`src/design/rgbw_pkg.sv`:
```
/*
 * Shared constants for the RGBW LED controller.
 * PALETTE entries pack red, green, blue, white from the high byte down.
 * Entry 0 is never read because colour index 0 selects the direct colour.
 */
package rgbw_pkg;

    // frame layout
    localparam logic [7:0] SYNC_BYTE = 8'h55;
    localparam int FRAME_BYTES = 8;

    // a partial frame is dropped once no byte arrives for this many cycles
    localparam int FRAME_TIMEOUT = 1024;

    // preset colours, indexed by the low three bits of the colour index
    localparam logic [31:0] PALETTE [0:7] = '{
        32'h0000_0000,
        32'hFF00_0000,
        32'h00FF_0000,
        32'h0000_FF00,
        32'h0000_00FF,
        32'hFFA0_0020,
        32'h00C0_C040,
        32'hC000_A010
    };

    // pwm counter runs 0 .. PWM_PERIOD-1
    localparam int PWM_PERIOD = 255;
    // periods in each on half and each off half of a blink
    localparam int BLINK_PERIODS = 4;

    localparam logic [7:0] MODE_OFF = 8'd0;
    localparam logic [7:0] MODE_STEADY = 8'd1;

endpackage
```
`src/design/rgbw_led_ctrl.sv`:
```
/*
 * RGBW LED controller top: SPI receiver, frame parser, scaler, PWM.
 * Write only, no MISO. LEDs are off until the first complete frame.
 */
`timescale 1ns/1ps

module rgbw_led_ctrl (
    input  logic clk,
    input  logic reset,
    input  logic sclk,
    input  logic mosi,
    input  logic cs_n,
    output logic led_red,
    output logic led_green,
    output logic led_blue,
    output logic led_white
);

    logic [7:0] rx_byte;
    logic       rx_ready;

    // published frame fields
    logic [7:0] intensity;
    logic [7:0] colour_idx;
    logic [7:0] red;
    logic [7:0] green;
    logic [7:0] blue;
    logic [7:0] white;
    logic [7:0] mode;

    logic [7:0] red_duty;
    logic [7:0] green_duty;
    logic [7:0] blue_duty;
    logic [7:0] white_duty;
    logic [7:0] pwm_mode;

    spi_byte_receiver rx_i (
        .clk      (clk),
        .reset    (reset),
        .sclk     (sclk),
        .mosi     (mosi),
        .cs_n     (cs_n),
        .rx_byte  (rx_byte),
        .rx_ready (rx_ready)
    );

    rgbw_frame_dispenser disp_i (
        .clk        (clk),
        .reset      (reset),
        .rx_byte    (rx_byte),
        .rx_ready   (rx_ready),
        .intensity  (intensity),
        .colour_idx (colour_idx),
        .red        (red),
        .green      (green),
        .blue       (blue),
        .white      (white),
        .mode       (mode)
    );

    rgbw_colour_scaler scaler_i (
        .clk        (clk),
        .reset      (reset),
        .intensity  (intensity),
        .colour_idx (colour_idx),
        .red        (red),
        .green      (green),
        .blue       (blue),
        .white      (white),
        .mode       (mode),
        .red_duty   (red_duty),
        .green_duty (green_duty),
        .blue_duty  (blue_duty),
        .white_duty (white_duty),
        .out_mode   (pwm_mode)
    );

    rgbw_pwm pwm_i (
        .clk        (clk),
        .reset      (reset),
        .red_duty   (red_duty),
        .green_duty (green_duty),
        .blue_duty  (blue_duty),
        .white_duty (white_duty),
        .mode       (pwm_mode),
        .led_red    (led_red),
        .led_green  (led_green),
        .led_blue   (led_blue),
        .led_white  (led_white)
    );

endmodule

```
`src/design/rgbw_pwm.sv`:
```
/*
 * Four-channel PWM; duties and mode only take effect at the counter wrap.
 * Any mode other than off or steady blinks. The blink phase runs freely.
 */
`timescale 1ns/1ps

module rgbw_pwm (
    input  logic       clk,
    input  logic       reset,
    input  logic [7:0] red_duty,
    input  logic [7:0] green_duty,
    input  logic [7:0] blue_duty,
    input  logic [7:0] white_duty,
    input  logic [7:0] mode,
    output logic       led_red,
    output logic       led_green,
    output logic       led_blue,
    output logic       led_white
);

    logic [7:0] pwm_cnt;
    logic [7:0] mode_q;
    logic [7:0] red_q;
    logic [7:0] green_q;
    logic [7:0] blue_q;
    logic [7:0] white_q;

    logic [$clog2(rgbw_pkg::BLINK_PERIODS)-1:0] blink_cnt;
    logic blink_dark;
    logic wrap;
    logic leds_on;

    assign wrap = (pwm_cnt == 8'(rgbw_pkg::PWM_PERIOD - 1));

    always_ff @(posedge clk) begin
        if (!reset) begin
            pwm_cnt    <= 8'd0;
            mode_q     <= rgbw_pkg::MODE_OFF;
            blink_cnt  <= '0;
            blink_dark <= 1'b0;
        end else if (wrap) begin
            pwm_cnt <= 8'd0;
            mode_q  <= mode;
            // count whole periods, flip the blink phase every BLINK_PERIODS
            if (blink_cnt == rgbw_pkg::BLINK_PERIODS - 1) begin
                blink_cnt  <= '0;
                blink_dark <= !blink_dark;
            end else begin
                blink_cnt <= blink_cnt + 1'b1;
            end
        end else begin
            pwm_cnt <= pwm_cnt + 8'd1;
        end
    end

    always_ff @(posedge clk) begin
        if (wrap) begin
            red_q   <= red_duty;
            green_q <= green_duty;
            blue_q  <= blue_duty;
            white_q <= white_duty;
        end
    end

    always_comb begin
        if (mode_q == rgbw_pkg::MODE_OFF) begin
            leds_on = 1'b0;
        end else if (mode_q == rgbw_pkg::MODE_STEADY) begin
            leds_on = 1'b1;
        end else begin
            leds_on = !blink_dark;
        end
    end

    // duty 255 stays high for the whole period since pwm_cnt tops out at 254
    assign led_red   = leds_on && (pwm_cnt < red_q);
    assign led_green = leds_on && (pwm_cnt < green_q);
    assign led_blue  = leds_on && (pwm_cnt < blue_q);
    assign led_white = leds_on && (pwm_cnt < white_q);

endmodule

```
`src/design/rgbw_colour_scaler.sv`:
```
/*
 * Colour source select and intensity scaling, one registered stage.
 * duty = value * (intensity + 1) / 256, truncated.
 */
`timescale 1ns/1ps

module rgbw_colour_scaler (
    input  logic       clk,
    input  logic       reset,
    input  logic [7:0] intensity,
    input  logic [7:0] colour_idx,
    input  logic [7:0] red,
    input  logic [7:0] green,
    input  logic [7:0] blue,
    input  logic [7:0] white,
    input  logic [7:0] mode,
    output logic [7:0] red_duty,
    output logic [7:0] green_duty,
    output logic [7:0] blue_duty,
    output logic [7:0] white_duty,
    output logic [7:0] out_mode
);

    logic [31:0] palette_word;
    logic [31:0] src_word;

    function automatic logic [7:0] scale(input logic [7:0] value, input logic [7:0] level);
        logic [16:0] product;
        product = {9'd0, value} * ({9'd0, level} + 17'd1);
        return product[15:8];
    endfunction

    // only the low three bits select, so index 8 aliases to 0 and so on
    assign palette_word = rgbw_pkg::PALETTE[colour_idx[2:0]];

    always_comb begin
        if (colour_idx[2:0] == 3'd0) begin
            src_word = {red, green, blue, white};
        end else begin
            src_word = palette_word;
        end
    end

    always_ff @(posedge clk) begin
        if (!reset) begin
            red_duty   <= 8'd0;
            green_duty <= 8'd0;
            blue_duty  <= 8'd0;
            white_duty <= 8'd0;
            out_mode   <= rgbw_pkg::MODE_OFF;
        end else begin
            red_duty   <= scale(src_word[31:24], intensity);
            green_duty <= scale(src_word[23:16], intensity);
            blue_duty  <= scale(src_word[15:8], intensity);
            white_duty <= scale(src_word[7:0], intensity);
            out_mode   <= mode;
        end
    end

endmodule

```
`src/design/rgbw_frame_dispenser.sv`:
```
/*
 * Frame parser: sync byte, six shadowed fields, then the mode byte publishes all.
 * Bytes more than FRAME_TIMEOUT cycles apart drop the frame, so a host's
 * sclk half period must stay below FRAME_TIMEOUT/16 cycles.
 */
`timescale 1ns/1ps

module rgbw_frame_dispenser (
    input  logic       clk,
    input  logic       reset,
    input  logic [7:0] rx_byte,
    input  logic       rx_ready,
    output logic [7:0] intensity,
    output logic [7:0] colour_idx,
    output logic [7:0] red,
    output logic [7:0] green,
    output logic [7:0] blue,
    output logic [7:0] white,
    output logic [7:0] mode
);

    logic       rdy_q;
    logic       rdy_prev;
    logic       rdy_edge;
    logic [7:0] byte_q;

    logic [$clog2(rgbw_pkg::FRAME_BYTES)-1:0]   byte_cnt;
    logic [$clog2(rgbw_pkg::FRAME_TIMEOUT)-1:0] gap_cnt;

    // shadow copies of the frame being received
    logic [7:0] intensity_sh;
    logic [7:0] colour_idx_sh;
    logic [7:0] red_sh;
    logic [7:0] green_sh;
    logic [7:0] blue_sh;
    logic [7:0] white_sh;

    always_ff @(posedge clk) begin
        if (!reset) begin
            rdy_q      <= 1'b0;
            rdy_prev   <= 1'b0;
            rdy_edge   <= 1'b0;
            byte_cnt   <= '0;
            gap_cnt    <= '0;
            intensity  <= 8'd0;
            colour_idx <= 8'd0;
            red        <= 8'd0;
            green      <= 8'd0;
            blue       <= 8'd0;
            white      <= 8'd0;
            mode       <= rgbw_pkg::MODE_OFF;
        end else begin
            rdy_q    <= rx_ready;
            rdy_prev <= rdy_q;
            rdy_edge <= rdy_q && !rdy_prev;

            if (rdy_edge) begin
                gap_cnt <= '0;
                if (byte_cnt == '0) begin
                    // anything but the sync byte is dropped here
                    if (byte_q == rgbw_pkg::SYNC_BYTE) begin
                        byte_cnt <= byte_cnt + 1'b1;
                    end
                end else if (byte_cnt == rgbw_pkg::FRAME_BYTES - 1) begin
                    intensity  <= intensity_sh;
                    colour_idx <= colour_idx_sh;
                    red        <= red_sh;
                    green      <= green_sh;
                    blue       <= blue_sh;
                    white      <= white_sh;
                    mode       <= byte_q;
                    byte_cnt   <= '0;
                end else begin
                    byte_cnt <= byte_cnt + 1'b1;
                end
            end else if (byte_cnt == '0) begin
                gap_cnt <= '0;
            end else if (gap_cnt == rgbw_pkg::FRAME_TIMEOUT - 1) begin
                // stalled frame, e.g. cut short by cs_n
                byte_cnt <= '0;
                gap_cnt  <= '0;
            end else begin
                gap_cnt <= gap_cnt + 1'b1;
            end
        end
    end

    // rx_byte is stable while rx_ready is high, so byte_q is valid at rdy_edge
    always_ff @(posedge clk) begin
        byte_q <= rx_byte;
        if (rdy_edge) begin
            case (byte_cnt)
                3'd1: intensity_sh  <= byte_q;
                3'd2: colour_idx_sh <= byte_q;
                3'd3: red_sh        <= byte_q;
                3'd4: green_sh      <= byte_q;
                3'd5: blue_sh       <= byte_q;
                3'd6: white_sh      <= byte_q;
                default: ;
            endcase
        end
    end

endmodule

```
`src/design/spi_byte_receiver.sv`:
```
/*
 * SPI mode 0 slave, receive only, MSB first.
 * The sclk half period must be at least 4 clk cycles for the synchronisers.
 */
`timescale 1ns/1ps

module spi_byte_receiver (
    input  logic       clk,
    input  logic       reset,
    input  logic       sclk,
    input  logic       mosi,
    input  logic       cs_n,
    output logic [7:0] rx_byte,
    output logic       rx_ready
);

    // two-flop synchronisers plus one more sclk stage for edge detection
    logic sclk_meta;
    logic sclk_sync;
    logic sclk_prev;
    logic mosi_meta;
    logic mosi_sync;
    logic cs_n_meta;
    logic cs_n_sync;

    logic [2:0] bit_cnt;
    logic [6:0] shift_reg;
    logic       sclk_rise;

    assign sclk_rise = sclk_sync && !sclk_prev;

    always_ff @(posedge clk) begin
        if (!reset) begin
            sclk_meta <= 1'b0;
            sclk_sync <= 1'b0;
            sclk_prev <= 1'b0;
            mosi_meta <= 1'b0;
            mosi_sync <= 1'b0;
            cs_n_meta <= 1'b1;
            cs_n_sync <= 1'b1;
            bit_cnt   <= 3'd0;
            rx_ready  <= 1'b0;
        end else begin
            sclk_meta <= sclk;
            sclk_sync <= sclk_meta;
            sclk_prev <= sclk_sync;
            mosi_meta <= mosi;
            mosi_sync <= mosi_meta;
            cs_n_meta <= cs_n;
            cs_n_sync <= cs_n_meta;

            if (cs_n_sync) begin
                bit_cnt  <= 3'd0;
                rx_ready <= 1'b0;
            end else if (sclk_rise) begin
                bit_cnt <= bit_cnt + 3'd1;
                // high after the 8th bit, low again on the next byte's first edge
                rx_ready <= (bit_cnt == 3'd7);
            end
        end
    end

    // byte assembly from the synchronised mosi
    always_ff @(posedge clk) begin
        if (!cs_n_sync && sclk_rise) begin
            shift_reg <= {shift_reg[5:0], mosi_sync};
            if (bit_cnt == 3'd7) begin
                rx_byte <= {shift_reg, mosi_sync};
            end
        end
    end

endmodule

```
`config.mk`:
```
export PLATFORM = sky130hd
export DESIGN_NAME = rgbw_led_ctrl
export DESIGN_NICKNAME = d
export VERILOG_FILES = /design/src/design/rgbw_pkg.sv /design/src/design/rgbw_led_ctrl.sv /design/src/design/rgbw_pwm.sv /design/src/design/rgbw_colour_scaler.sv /design/src/design/rgbw_frame_dispenser.sv /design/src/design/spi_byte_receiver.sv
export SDC_FILE = /design/constraint.sdc
export NUM_CORES = 1
export LEC_CHECK = 0
export BUFFER_PORTS_ARGS = -buffer_cell sky130_fd_sc_hd__buf_2
export CORE_AREA = 3 3 137 238
export CTS_BUF_LIST = sky130_fd_sc_hd__clkbuf_16
export CTS_CLUSTER_DIAMETER = 100
export CTS_CLUSTER_SIZE = 24
export DETAILED_ROUTE_END_ITERATION = 6
export DIE_AREA = 0 0 140 241
export GPL_TIMING_DRIVEN = 0
export PLACE_DENSITY = 0.7
export SKIP_CTS_REPAIR_TIMING = 1
export SLEW_MARGIN = 10
export SYNTH_ARGS = -nofsm -noshare
export SYNTH_HDL_FRONTEND = slang
export SYNTH_SLANG_ARGS = --single-unit
```
`constraint.sdc`:
```
create_clock -name clk -period 11.11 [get_ports clk]
set_input_delay 0.5555 -clock clk [delete_from_list [all_inputs] [get_ports clk]]
set_output_delay 0.5555 -clock clk [all_outputs]
set_load 0.005 [all_outputs]
```
==> results of run 1 <==
power by group:
| group | switching (µW) | internal, µW |
|---|---|---|
| sequential | 3.57 | 889 |
| clock | 263 | 216 |
| combinational | 14.7 | 8.26 |
final cells by class:
type / count / share of cell area
Buffer: 56 / 0.0129
Clock buffer: 13 / 0.0183
Clock inverter: 9 / 0.00226
Inverter: 252 / 0.0533
Multi-Input combinational cell: 1223 / 0.567
Sequential cell: 235 / 0.316
Tap cell: 391 / 0.0276
Timing Repair Buffer: 8 / 0.00226
layer usage:
metal,wire length [µm],GRT usage,part of all wire,vias to the layer above
met3,1750,0.0254,0.042,173
met1,13500,0.242,0.32,5900
met2,22900,0.495,0.55,367
met5,0,0,0,-
met4,3750,0.180,0.090,0
li1,-,-,-,5683
path summary, 6_finish.rpt:
check | slack [ns] | cells past startpoint | from | to
hold / removal | 0.23 | 2 | cs_n | rx_i.cs_n_meta
setup reg to reg | 4.09 | 22 | disp_i.colour_idx[0] | scaler_i.white_duty[6]
setup / recovery | 4.09 | 22 | disp_i.colour_idx[0] | scaler_i.white_duty[6]
hold reg to reg | 0.35 | 0 | rx_i.rx_byte[5] | disp_i.byte_q[5]
stage by stage:
| step | worst slack [ns] | area (µm²) |
|---|---|---|
| floorplan | 5.69 | 16800 |
| global placement | 3.85 | 17400 |
| detailed placement | 4.18 | 17400 |
| CTS | 4.13 | 17700 |
| global route | 3.84 | 17700 |
| finish | 4.09 | 17700 |
placed cells by master, fill, tap and decap left out, types with 13 or more instances in the layout:
cell type / instances
xor2_1: 22
and2_1: 20
xnor2_1: 35
nor2_1: 283
or2_2: 30
nand3_1: 19
mux2i_1: 19
clkbuf_1: 49
edfxtp_1: 90
nand2_1: 170
ha_1: 173
clkbuf_16: 13
a21o_1: 29
inv_1: 258
nand2b_1: 39
fa_1: 160
a21oi_1: 94
and3_1: 15
dfxtp_1: 145
cells by family (layout without fill, tap and decap cells):
family,Yosys count,after routing,synth area share
buffers and inverters,308,338,0.0698
AOI/OAI and AO/OA,196,196,0.0748
DFF,235,235,0.333
adders and majority gates,333,333,0.319
muxes,19,19,0.0113
and+or+nand+nor,618,618,0.163
xor gates and xnor gates,57,57,0.0296
==> results.md, run 1 <==
- Buffers plus inverters on the worst setup path: 6
- Number of CTS-inserted buffers: 13
- Outcome: finished, final reports clean
- Yosys cell types: 64
- Clock Skew: between 0.02 and 0.025 ns
- Count leader, synth: nor2_1
- Starting Density: 0.546
- Count of standard-cell rows: 85
- Critical path class: register to register
- Min Clock Period, post-route: roughly 7 ns
- Via density: between 5 and 6
- Top-area cell type share of the netlist area: 0.190
- Largest stage delay, worst path: 0.90 ns
- Hold Fails Final Rpt: 0
- Worst Path Arrival: 7.43 ns
- First-pass GRT wire length: roughly 66000 µm
- CTS Sinks: 235
- Antenna cells: 0
- Vias after detailed routing: 12123
- Die Y-Extent: 241 µm
- Total Wirelength: 41900 µm
- # H-tree levels: 1
- Sequential share of the synthesized area: 0.333
- Max cap viols: 0
- Setup TNS: 0 ns
- Layout cells sized above 1: 0.0440
- Fin nets: 2127
- Area of the multi-input gates: 10100 µm²
- Layout Utilization: 0.575
- Period Utilization, post-route: 0.632
- Clock slew at reported path FFs: 0.09 ns
- Synth Flop Type: dfxtp_1
- Worst hold path class: input port to register
- CP delay by family, top: adder cells
- CP Capture Type: register
- Clock tree from TritonCTS: yes
- Avg Inst Size Synth: about 9.5 µm²
- Initial DRC count: 565
- Initial antenna violation count: 0
- Flip-flop count of the largest register after layout: 10
- RSZ-0062 raised after global routing: false
- Routed Antenna Nets: 0
- GPL Wtd Cong: 0.993
- Synthesis Warnings: 0
- Max Slew Vio Count: 0
- Syn_nets: 2104
- Async SR Flop Fraction: 0
- Post-route DRC: 0
- Biggest register: disp_i.gap_cnt
- Cells along the critical path: inv_1, ha_1, buf_6, and2b_2, clkbuf_1, a21oi_1, or2_2, fa_1, fa_1, inv_1, fa_1, inv_1, fa_1, inv_1, ha_1, nand4_1, o41ai_2, nor4_2, o21ai_2, o21a_1, nor3_1, nor3_1
- DR WL/cell: 19.1 µm
- Synthesized instance count: approximately 1800
- Input/output buffers: 8
- Total Power: 1390 µW
- CP startpoint kind: register
- Slowest stage cell, crit path: a21oi_1
- Synth top cells by count: nor2_1 (283), inv_1 (252), ha_1 (173)
- Fin Hold WS: 0.233 ns
- Die W: 140 µm
- Max Freq: 142 MHz
- Final std cells w/o fill: ~2200
- Root Driver: clkbuf_16
- Vias in the first global route: 12616
- Post-synth EDFFs: 90
- I/O Pins: 9
- GRT Total Usage: 0.253
- Dpl cells: 2165
- Largest net degree at the start of global routing: 42
- Final Setup Violations: 0
- Peak supply drop: 0.134 mV
- Flops & latches, synth: 235
- Register area: ~5600 µm²
- Worst slew pin tran: 1.16 ns
- LEAKAGE: 0.00810 µW
- Die area: 33700 µm²
- Deepest clock path buffer count: 3
- Core box area: 30800 µm²
- Cell Area, Synth: 16800 µm²
- Top post-synthesis cells by area: fa_1 (19%), dfxtp_1 (17%), edfxtp_1 (16%), ha_1 (13%), nor2_1 (6.3%)
- Length of the first detailed-routing pass in iterations: 6
- Pwr/cell area: 78.6 nW/µm²
- Fill cells: 2778
- Critical Path Fanout Max: 10
- Overflow left after global routing: 0
- Synth area leader: fa_1
- Later-pin clock latency in the skew report: 0.50 ns
- DP Wirelength: 34200 µm
- Layout area overhead: 5.36%
- Required @ worst endpoint: 11.52 ns
- Slew HR: 0.204
Note: power is estimated with default switching activity, not from simulation.
==> run 2: changes to the inputs <==
--- a/config.mk
+++ b/config.mk
@@ -13,7 +13,7 @@
 export DETAILED_ROUTE_END_ITERATION = 6
 export DIE_AREA = 0 0 140 241
 export GPL_TIMING_DRIVEN = 0
-export PLACE_DENSITY = 0.7
+export PLACE_DENSITY = 0.72
 export SKIP_CTS_REPAIR_TIMING = 1
 export SLEW_MARGIN = 10
 export SYNTH_ARGS = -nofsm -noshare
==> constraint.sdc (replaced) <==
create_clock -name clk -period 6.4 [get_ports clk]
set_input_delay 0.32 -clock clk [delete_from_list [all_inputs] [get_ports clk]]
set_output_delay 0.32 -clock clk [all_outputs]
set_load 0.005 [all_outputs]
==> run 2 against run 1 <==
Compared with the run above:
- the flow now finishes with violations (hold timing)
- worst setup slack lost 3.9 ns
- hold slack lost 0.24 ns
- register-to-register slack got worse by 3.9 ns
- sequential power grew 74%
- final area grew 1.2%
- clock skew fell by 0.0041 ns
==> results.md, run 2 (synthesis results as in run 1) <==
- Core box area: 30800 µm² (unchanged)
- Required @ worst endpoint: 6.77 ns (was 11.52 ns)
- Hold Path End: rx_i.cs_n_meta (unchanged)
- DR WL/cell: 19.1 µm (about the same)
- Sw Share: 0.200 (was 0.202)
- GPL Wtd Cong: 1.00 (was 0.993)
- Hold Fails Final Rpt: 1 (was 0)
- Initial antenna violation count: 0 (unchanged)
- Die area: 33700 µm² (unchanged)
- Max Freq: 160 MHz (was 142 MHz)
- Combinational Power Share: 0.016 (about the same)
- Most used cell, CP: fa_1
- Later-pin clock latency in the skew report: 0.51 ns (was 0.50 ns)
- Die W: 140 µm (unchanged)
- Largest stage delay, worst path: 0.70 ns (was 0.90 ns)
- Deepest clock path buffer count: 3 (unchanged)
- Failing checks: hold timing
- I/O Pins: 9 (unchanged)
- Initial DRC count: 627 (was 565)
- Worst Reg-to-Reg Cells: 20 (was 22)
- Min Clock Period, post-route: 6.23 ns (was 7.02 ns)
- Biggest register: disp_i.gap_cnt (unchanged)
- Starting Density: 0.546 (unchanged)
- Worst slew pin tran: 1.26 ns (was 1.16 ns)
- Layout Utilization: 0.582 (was 0.575)
- Overflow left after global routing: 0 (unchanged)
- Final std cells w/o fill: 2192 (was 2187)
- Flip-flop count of the largest register after layout: 10 (unchanged)
- Via density: 5.57 (was 5.54)
- Routed Antenna Nets: 0 (unchanged)
- Worst slack, placed: -0.790 ns (was 4.18 ns)
- Slowest stage cell, crit path: clkbuf_1 (was a21oi_1)
- Total Wirelength: 42000 µm (was 41900 µm)
- Cells on Worst Hold Path: 2 (unchanged)
- Clock Skew: 0.0187 ns (was 0.0228 ns)
- Max cap viols: 0 (unchanged)
- Worst Path Arrival: 6.60 ns (was 7.43 ns)
- Critical R2R Launch: disp_i.intensity[0] (was disp_i.colour_idx[0])
- Worst hold path class: input port to register (unchanged)
- Layout area overhead: 6.58% (was 5.36%)
- Most frequent cells in the layout: nor2_1 (282), inv_1 (259), ha_1 (173) (was nor2_1 (283), inv_1 (258), ha_1 (173))
- Root Driver: clkbuf_16 (unchanged)
- DP Wirelength: 33800 µm (was 34200 µm)
- Clock tree from TritonCTS: yes (unchanged)
- Cells along the critical path: buf_6, nand3_1, xor2_2, clkbuf_1, nor2_1, fa_1, fa_1, fa_1, inv_1, fa_1, inv_1, ha_1, nand4_1, o41ai_4, buf_4, nor4_2, o21ai_2, o41ai_1, xnor2_1, nor2_1 (was inv_1, ha_1, buf_6, and2b_2, clkbuf_1, a21oi_1, or2_2, fa_1, fa_1, inv_1, fa_1, inv_1, fa_1, inv_1, ha_1, nand4_1, o41ai_2, nor4_2, o21ai_2, o21a_1, nor3_1, nor3_1)
- Dpl cells: 2165 (unchanged)
- CTS Sinks: 235 (unchanged)
- Period Utilization, post-route: 0.974 (was 0.632)
- Peak supply drop: 0.299 mV (was 0.134 mV)
- Sw Pwr: 490 µW (was 281 µW)
- Outcome: complete, but fails checks (was finished, final reports clean)
- LEAKAGE: 0.00819 µW (was 0.00810 µW)
- GRT Total Usage: 0.254 (was 0.253)
- Number of CTS-inserted buffers: 13 (unchanged)
- CP Capture Type: register (unchanged)
- CP startpoint kind: register (unchanged)
- Fill cells: 2704 (was 2778)
- Worst r2r dst: scaler_i.white_duty[7] (was scaler_i.white_duty[6])
- Length of the first detailed-routing pass in iterations: 6 (unchanged)
- Input/output buffers: 8 (unchanged)
- Count of standard-cell rows: 85 (unchanged)
- Max Slew Vio Count: 0 (unchanged)
- Slew HR: 0.160 (was 0.204)
- Pwr/cell area: 136 nW/µm² (was 78.6 nW/µm²)
- Reg-to-reg slack, setup: 0.17 ns (was 4.09 ns)
- Sequential share of power: 0.633 (was 0.640)
- Die Y-Extent: 241 µm (unchanged)
- Vias in the first global route: 13169 (was 12616)
- Pint: 1960 µW (was 1110 µW)
- Layout cells sized above 1: 0.0578 (was 0.0440)
- Critical Path Fanout Max: 11 (was 10)
- Critical path class: register to register (unchanged)
- Fin Hold WS: -0.00309 ns (was 0.233 ns)
- First-pass GRT wire length: 66400 µm (was 65900 µm)
- Final Setup Violations: 0 (unchanged)
- Clk pwr share: 0.351 (was 0.344)
- Clock slew at reported path FFs: 0.09 ns (about the same)
- Hold Startpoint: cs_n (unchanged)
- # H-tree levels: 1 (unchanged)
- Post-route DRC: 0 (unchanged)
- Fin nets: 2131 (was 2127)
- Most common cell after layout, fill and taps aside: nor2_1 (unchanged)
- RSZ-0062 raised after global routing: false (unchanged)
- Vias after detailed routing: 12207 (was 12123)
- Largest net degree at the start of global routing: 42 (unchanged)
- Final WS setup: 0.166 ns (was 4.09 ns)
## run 2: cell count changes in the layout (fill, tap and decap cells not counted), moves of 2 or more
cell	change
a21oi_1	-7
a21oi_2	+2
a21oi_4	+5
buf_4	+4
clkbuf_1	-3
clkbuf_2	+3
o21ai_1	-3
o21ai_2	+2
xnor2_1	-2
xnor2_2	+2
xor2_1	-2
xor2_2	+2
## run 2: power groups by stage
stage                     Sequential (µW)  Clock (µW)  Combinational (µW)
after floorplan                      1580           0                26.6
after global placement               1580           0                38.9
after detailed placement             1580           0                40.1
after CTS                            1550         887                40.3
after global routing                 1550         936                44.6
final                                1550         859                39.6
## run 2: critical path, delay by kind of cell (launching register included)
kind | cells | cell delay (ns)
AOI/OAI and AO/OA | 3 | 0.60
xor gates and xnor gates | 2 | 0.74
adders and majority gates | 5 | 2.40
buffers and inverters | 5 | 1.18
DFF | 1 | 0.36
and+or+nand+nor | 5 | 0.80
## run 2: layout make-up
type | instances | area [µm²] | share of cell area
timing repair buffer | 12 | 70.1 | 0.00390
buffer | 56 | 236 | 0.0132
antenna | 1 | 2.50 | 0.000139
clock inverter | 8 | 35.0 | 0.00195
multi-input combinational | 1223 | 10200 | 0.569
inverter | 252 | 946 | 0.0527
clock buffer | 14 | 350 | 0.0195
sequential | 235 | 5610 | 0.312
tap | 391 | 489 | 0.0273
## run 2: how the worst max path moves through the flow
stage | start | endpoint | slack (ns) | cells after the start
6_report | disp_i.intensity[0] | scaler_i.white_duty[7] | 0.17 | 20
5_1_grt | disp_i.colour_idx[0] | scaler_i.blue_duty[7] | 0.0009 | 23
4_1_cts | disp_i.colour_idx[0] | scaler_i.white_duty[6] | -0.82 | 22
3_5_place_dp | disp_i.colour_idx[0] | scaler_i.white_duty[6] | -0.79 | 22
3_3_place_gp | disp_i.colour_idx[0] | scaler_i.white_duty[6] | -0.68 | 22
2_1_floorplan | disp_i.colour_idx[0] | scaler_i.red_duty[6] | 0.98 | 20
## run 2: layer usage
layer,vias to the layer above,track usage,part of all wire
met5,-,0,0
met4,0,0.214,0.093
met3,198,0.0327,0.044
met2,376,0.484,0.54
met1,5947,0.234,0.33
li1,5686,-,-
## run 2: per-stage QoR
stage	power, µW	TNS [ns]	cell area [µm²]
after floorplan	1610	0	16800
after global placement	1620	-4.99	17400
after detailed placement	1620	-6.31	17400
after CTS	2480	-6.75	17800
after global routing	2530	0	17900
final	2450	0	17900
==> run 3: changes to the inputs <==
--- a/config.mk
+++ b/config.mk
@@ -13,7 +13,7 @@
 export DETAILED_ROUTE_END_ITERATION = 6
 export DIE_AREA = 0 0 140 241
 export GPL_TIMING_DRIVEN = 0
-export PLACE_DENSITY = 0.72
+export PLACE_DENSITY = 0.7
 export SKIP_CTS_REPAIR_TIMING = 1
 export SLEW_MARGIN = 10
 export SYNTH_ARGS = -nofsm -noshare
==> constraint.sdc (replaced) <==
create_clock -name clk -period 6.2 [get_ports clk]
set_input_delay 0.31 -clock clk [delete_from_list [all_inputs] [get_ports clk]]
set_output_delay 0.31 -clock clk [all_outputs]
set_load 0.005 [all_outputs]
==> run 3 against run 2 <==
Compared with the run above:
- the flow now finishes without violations
- hold slack better by 0.017 ns
- combinational power up 5.1%
- register-to-register slack worse by 0.02 ns
- largest cell class unchanged
- count of clock-buffer cells in the layout down 1
- sequential cell count unchanged
- sequential share of layout area down 0.16 points
==> results.md, run 3 (synthesis results as in run 1) <==
- Deepest clock path buffer count: 3 (unchanged)
- Antenna cells: 0 (was 1)
- Most frequent cells in the layout: nor2_1 (281), inv_1 (258), ha_1 (173) (was nor2_1 (282), inv_1 (259), ha_1 (173))
- Outcome: finished, final reports clean (was complete, but fails checks)
- Peak supply drop: 0.240 mV (was 0.299 mV)
- Die W: 140 µm (unchanged)
- Layout cells sized above 1: 0.0698 (was 0.0578)
- Length of the first detailed-routing pass in iterations: 5 (was 6)
- Input/output buffers: 8 (unchanged)
- Die Y-Extent: 241 µm (unchanged)
- Later-pin clock latency in the skew report: 0.50 ns (was 0.51 ns)
- GPL Wtd Cong: 0.993 (was 1.00)
- RSZ-0062 raised after global routing: true (was false)
- Clock tree from TritonCTS: yes (unchanged)
- Worst Reg-to-Reg Cells: 20 (unchanged)
- Root Driver: clkbuf_16 (unchanged)
- Worst slew pin tran: 1.18 ns (was 1.26 ns)
- DP Wirelength: 34200 µm (was 33800 µm)
- Via density: 5.54 (was 5.57)
- Worst Path Arrival: 6.47 ns (was 6.60 ns)
- Clock Skew: 0.0227 ns (was 0.0187 ns)
- Core box area: 30800 µm² (unchanged)
- GRT Total Usage: 0.253 (was 0.254)
- Final Setup Violations: 0 (unchanged)
- Post-route DRC: 0 (unchanged)
- DR WL/cell: 19.1 µm (about the same)
- Reg-to-reg slack, setup: 0.15 ns (was 0.17 ns)
- CTS Sinks: 235 (unchanged)
- Critical path class: register to register (unchanged)
- Final WS setup: 0.145 ns (was 0.166 ns)
- # H-tree levels: 1 (unchanged)
- Fin nets: 2137 (was 2131)
- Critical path endpoint: scaler_i.white_duty[6] (was scaler_i.white_duty[7])
- Worst hold path class: input port to register (unchanged)
- Overflow left after global routing: 0 (unchanged)
- Number of CTS-inserted buffers: 13 (unchanged)
- Hold Fails Final Rpt: 0 (was 1)
- Most common cell after layout, fill and taps aside: nor2_1 (unchanged)
- Max cap viols: 0 (unchanged)
- Biggest register: disp_i.gap_cnt (unchanged)
- Slew HR: 0.212 (was 0.160)
- Largest stage delay, worst path: 0.62 ns (was 0.70 ns)
- Fill cells: 2743 (was 2704)
- First-pass GRT wire length: 65900 µm (was 66400 µm)
- Clock slew at reported path FFs: 0.09 ns (about the same)
- Count of standard-cell rows: 85 (unchanged)
- CP Capture Type: register (unchanged)
- Pwr/cell area: 138 nW/µm² (was 136 nW/µm²)
- Starting Density: 0.546 (unchanged)
- Vias in the first global route: 12616 (was 13169)
- Min Clock Period, post-route: 6.05 ns (was 6.23 ns)
- Worst slack, placed: -0.732 ns (was -0.790 ns)
- Routed Antenna Nets: 0 (unchanged)
- Layout area overhead: 7.16% (was 6.58%)
- Required @ worst endpoint: 6.61 ns (was 6.77 ns)
- Worst r2r dst: scaler_i.white_duty[6] (was scaler_i.white_duty[7])
- Fin Hold WS: 0.0139 ns (was -0.00309 ns)
- Initial DRC count: 584 (was 627)
- CP startpoint kind: register (unchanged)
- Critical Path Fanout Max: 10 (was 11)
- I/O Pins: 9 (unchanged)
- Slowest stage cell, crit path: fa_1 (was clkbuf_1)
- Die area: 33700 µm² (unchanged)
- Total Wirelength: 42000 µm (about the same)
- Post-DP Area: 17400 µm² (about the same)
- Worst setup path startpoint: disp_i.intensity[1] (was disp_i.intensity[0])
- Initial antenna violation count: 0 (unchanged)
- Critical R2R Launch: disp_i.intensity[1] (was disp_i.intensity[0])
- Max Freq: 165 MHz (was 160 MHz)
- Cells along the critical path: ha_1, nand3_1, xor2_2, clkbuf_1, nor2_1, fa_1, fa_1, fa_1, inv_1, fa_1, inv_1, ha_1, nand4_1, o41ai_4, buf_4, nor4_2, o21ai_2, o21a_1, nor3_1, nor3_1 (was buf_6, nand3_1, xor2_2, clkbuf_1, nor2_1, fa_1, fa_1, fa_1, inv_1, fa_1, inv_1, ha_1, nand4_1, o41ai_4, buf_4, nor4_2, o21ai_2, o41ai_1, xnor2_1, nor2_1)
- Final instance area: 18000 µm² (was 17900 µm²)
- Layout Utilization: 0.585 (was 0.582)
- Period Utilization, post-route: 0.977 (was 0.974)
- Largest net degree at the start of global routing: 42 (unchanged)
- Most used cell, CP: fa_1 (unchanged)
- Vias after detailed routing: 12181 (was 12207)
- Flip-flop count of the largest register after layout: 10 (unchanged)
- LEAKAGE: 0.00823 µW (was 0.00819 µW)
- Max Slew Vio Count: 0 (unchanged)
## run 3: cell count changes in the layout (fill, tap and decap cells not counted), sizes merged
cell / change
dlygate4sd3: +1
clkinv: +2
buf: +5
diode: -1
clkbuf: -1
inv: -1
## run 3: critical path, delay by kind of cell (launching register included)
| kind | cells | cell delay, ns |
|---|---|---|
| adder cells (fa/ha/maj) | 6 | 2.59 |
| AND/OR/NAND/NOR | 6 | 0.78 |
| XOR/XNOR | 1 | 0.56 |
| AO/OA/AOI/OAI | 3 | 0.76 |
| flip-flops | 1 | 0.39 |
| buffers and inverters | 4 | 0.89 |
## run 3: final cells by class
cell class	instances	area (µm²)	share of cell area
plain buffers	56	251	0.0139
clock buffers	13	325	0.0180
clock inverters	9	40.0	0.00222
inverters	252	946	0.0524
multi-input cells	1223	10300	0.569
flip-flops and latches	235	5610	0.311
well taps	391	489	0.0271
repair buffers	18	118	0.00652
## run 3: through the flow
step / setup TNS, ns / total power (µW) / std cells
floorplan: 0 / 1660 / 1766
global placement: -10.47 / 1680 / 2165
detailed placement: -8.42 / 1680 / 2165
CTS: -8.87 / 2530 / 2187
global route: -0.183 / 2590 / 2197
finish: 0 / 2500 / 2197
## run 3: worst min-delay path by stage
stage | startpoint | end | slack (ns) | cells after the start
CTS | cs_n | rx_i.cs_n_meta | -0.03 | 2
finish | sclk | rx_i.sclk_meta | 0.01 | 2
detailed placement | rx_i.rx_byte[5] | disp_i.byte_q[5] | 0.33 | 0
floorplan | rx_i.rx_byte[0] | disp_i.byte_q[0] | 0.32 | 0
global placement | rx_i.rx_byte[0] | disp_i.byte_q[0] | 0.32 | 0
global route | sclk | rx_i.sclk_meta | 0.01 | 2
## run 3: metal layers
layer  wire, µm  GRT usage  part of all wire  vias up
met5          0          0                 0        -
met2      22800      0.495              0.54      391
li1           -          -                 -     5698
met4       3900      0.180             0.093        0
met1      13300      0.242              0.32     5913
met3       1900     0.0254             0.045      179
## run 3: where the power goes
group / total (µW) / internal (µW) / leakage (µW) / switching [µW]
sequential: 1600 / 1590 / 0.00200 / 6.39
combinational: 41.6 / 15.2 / 0.00603 / 26.4
clock: 857 / 388 / 0.000202 / 469
total: 2500 / 2000 / 0.00823 / 502
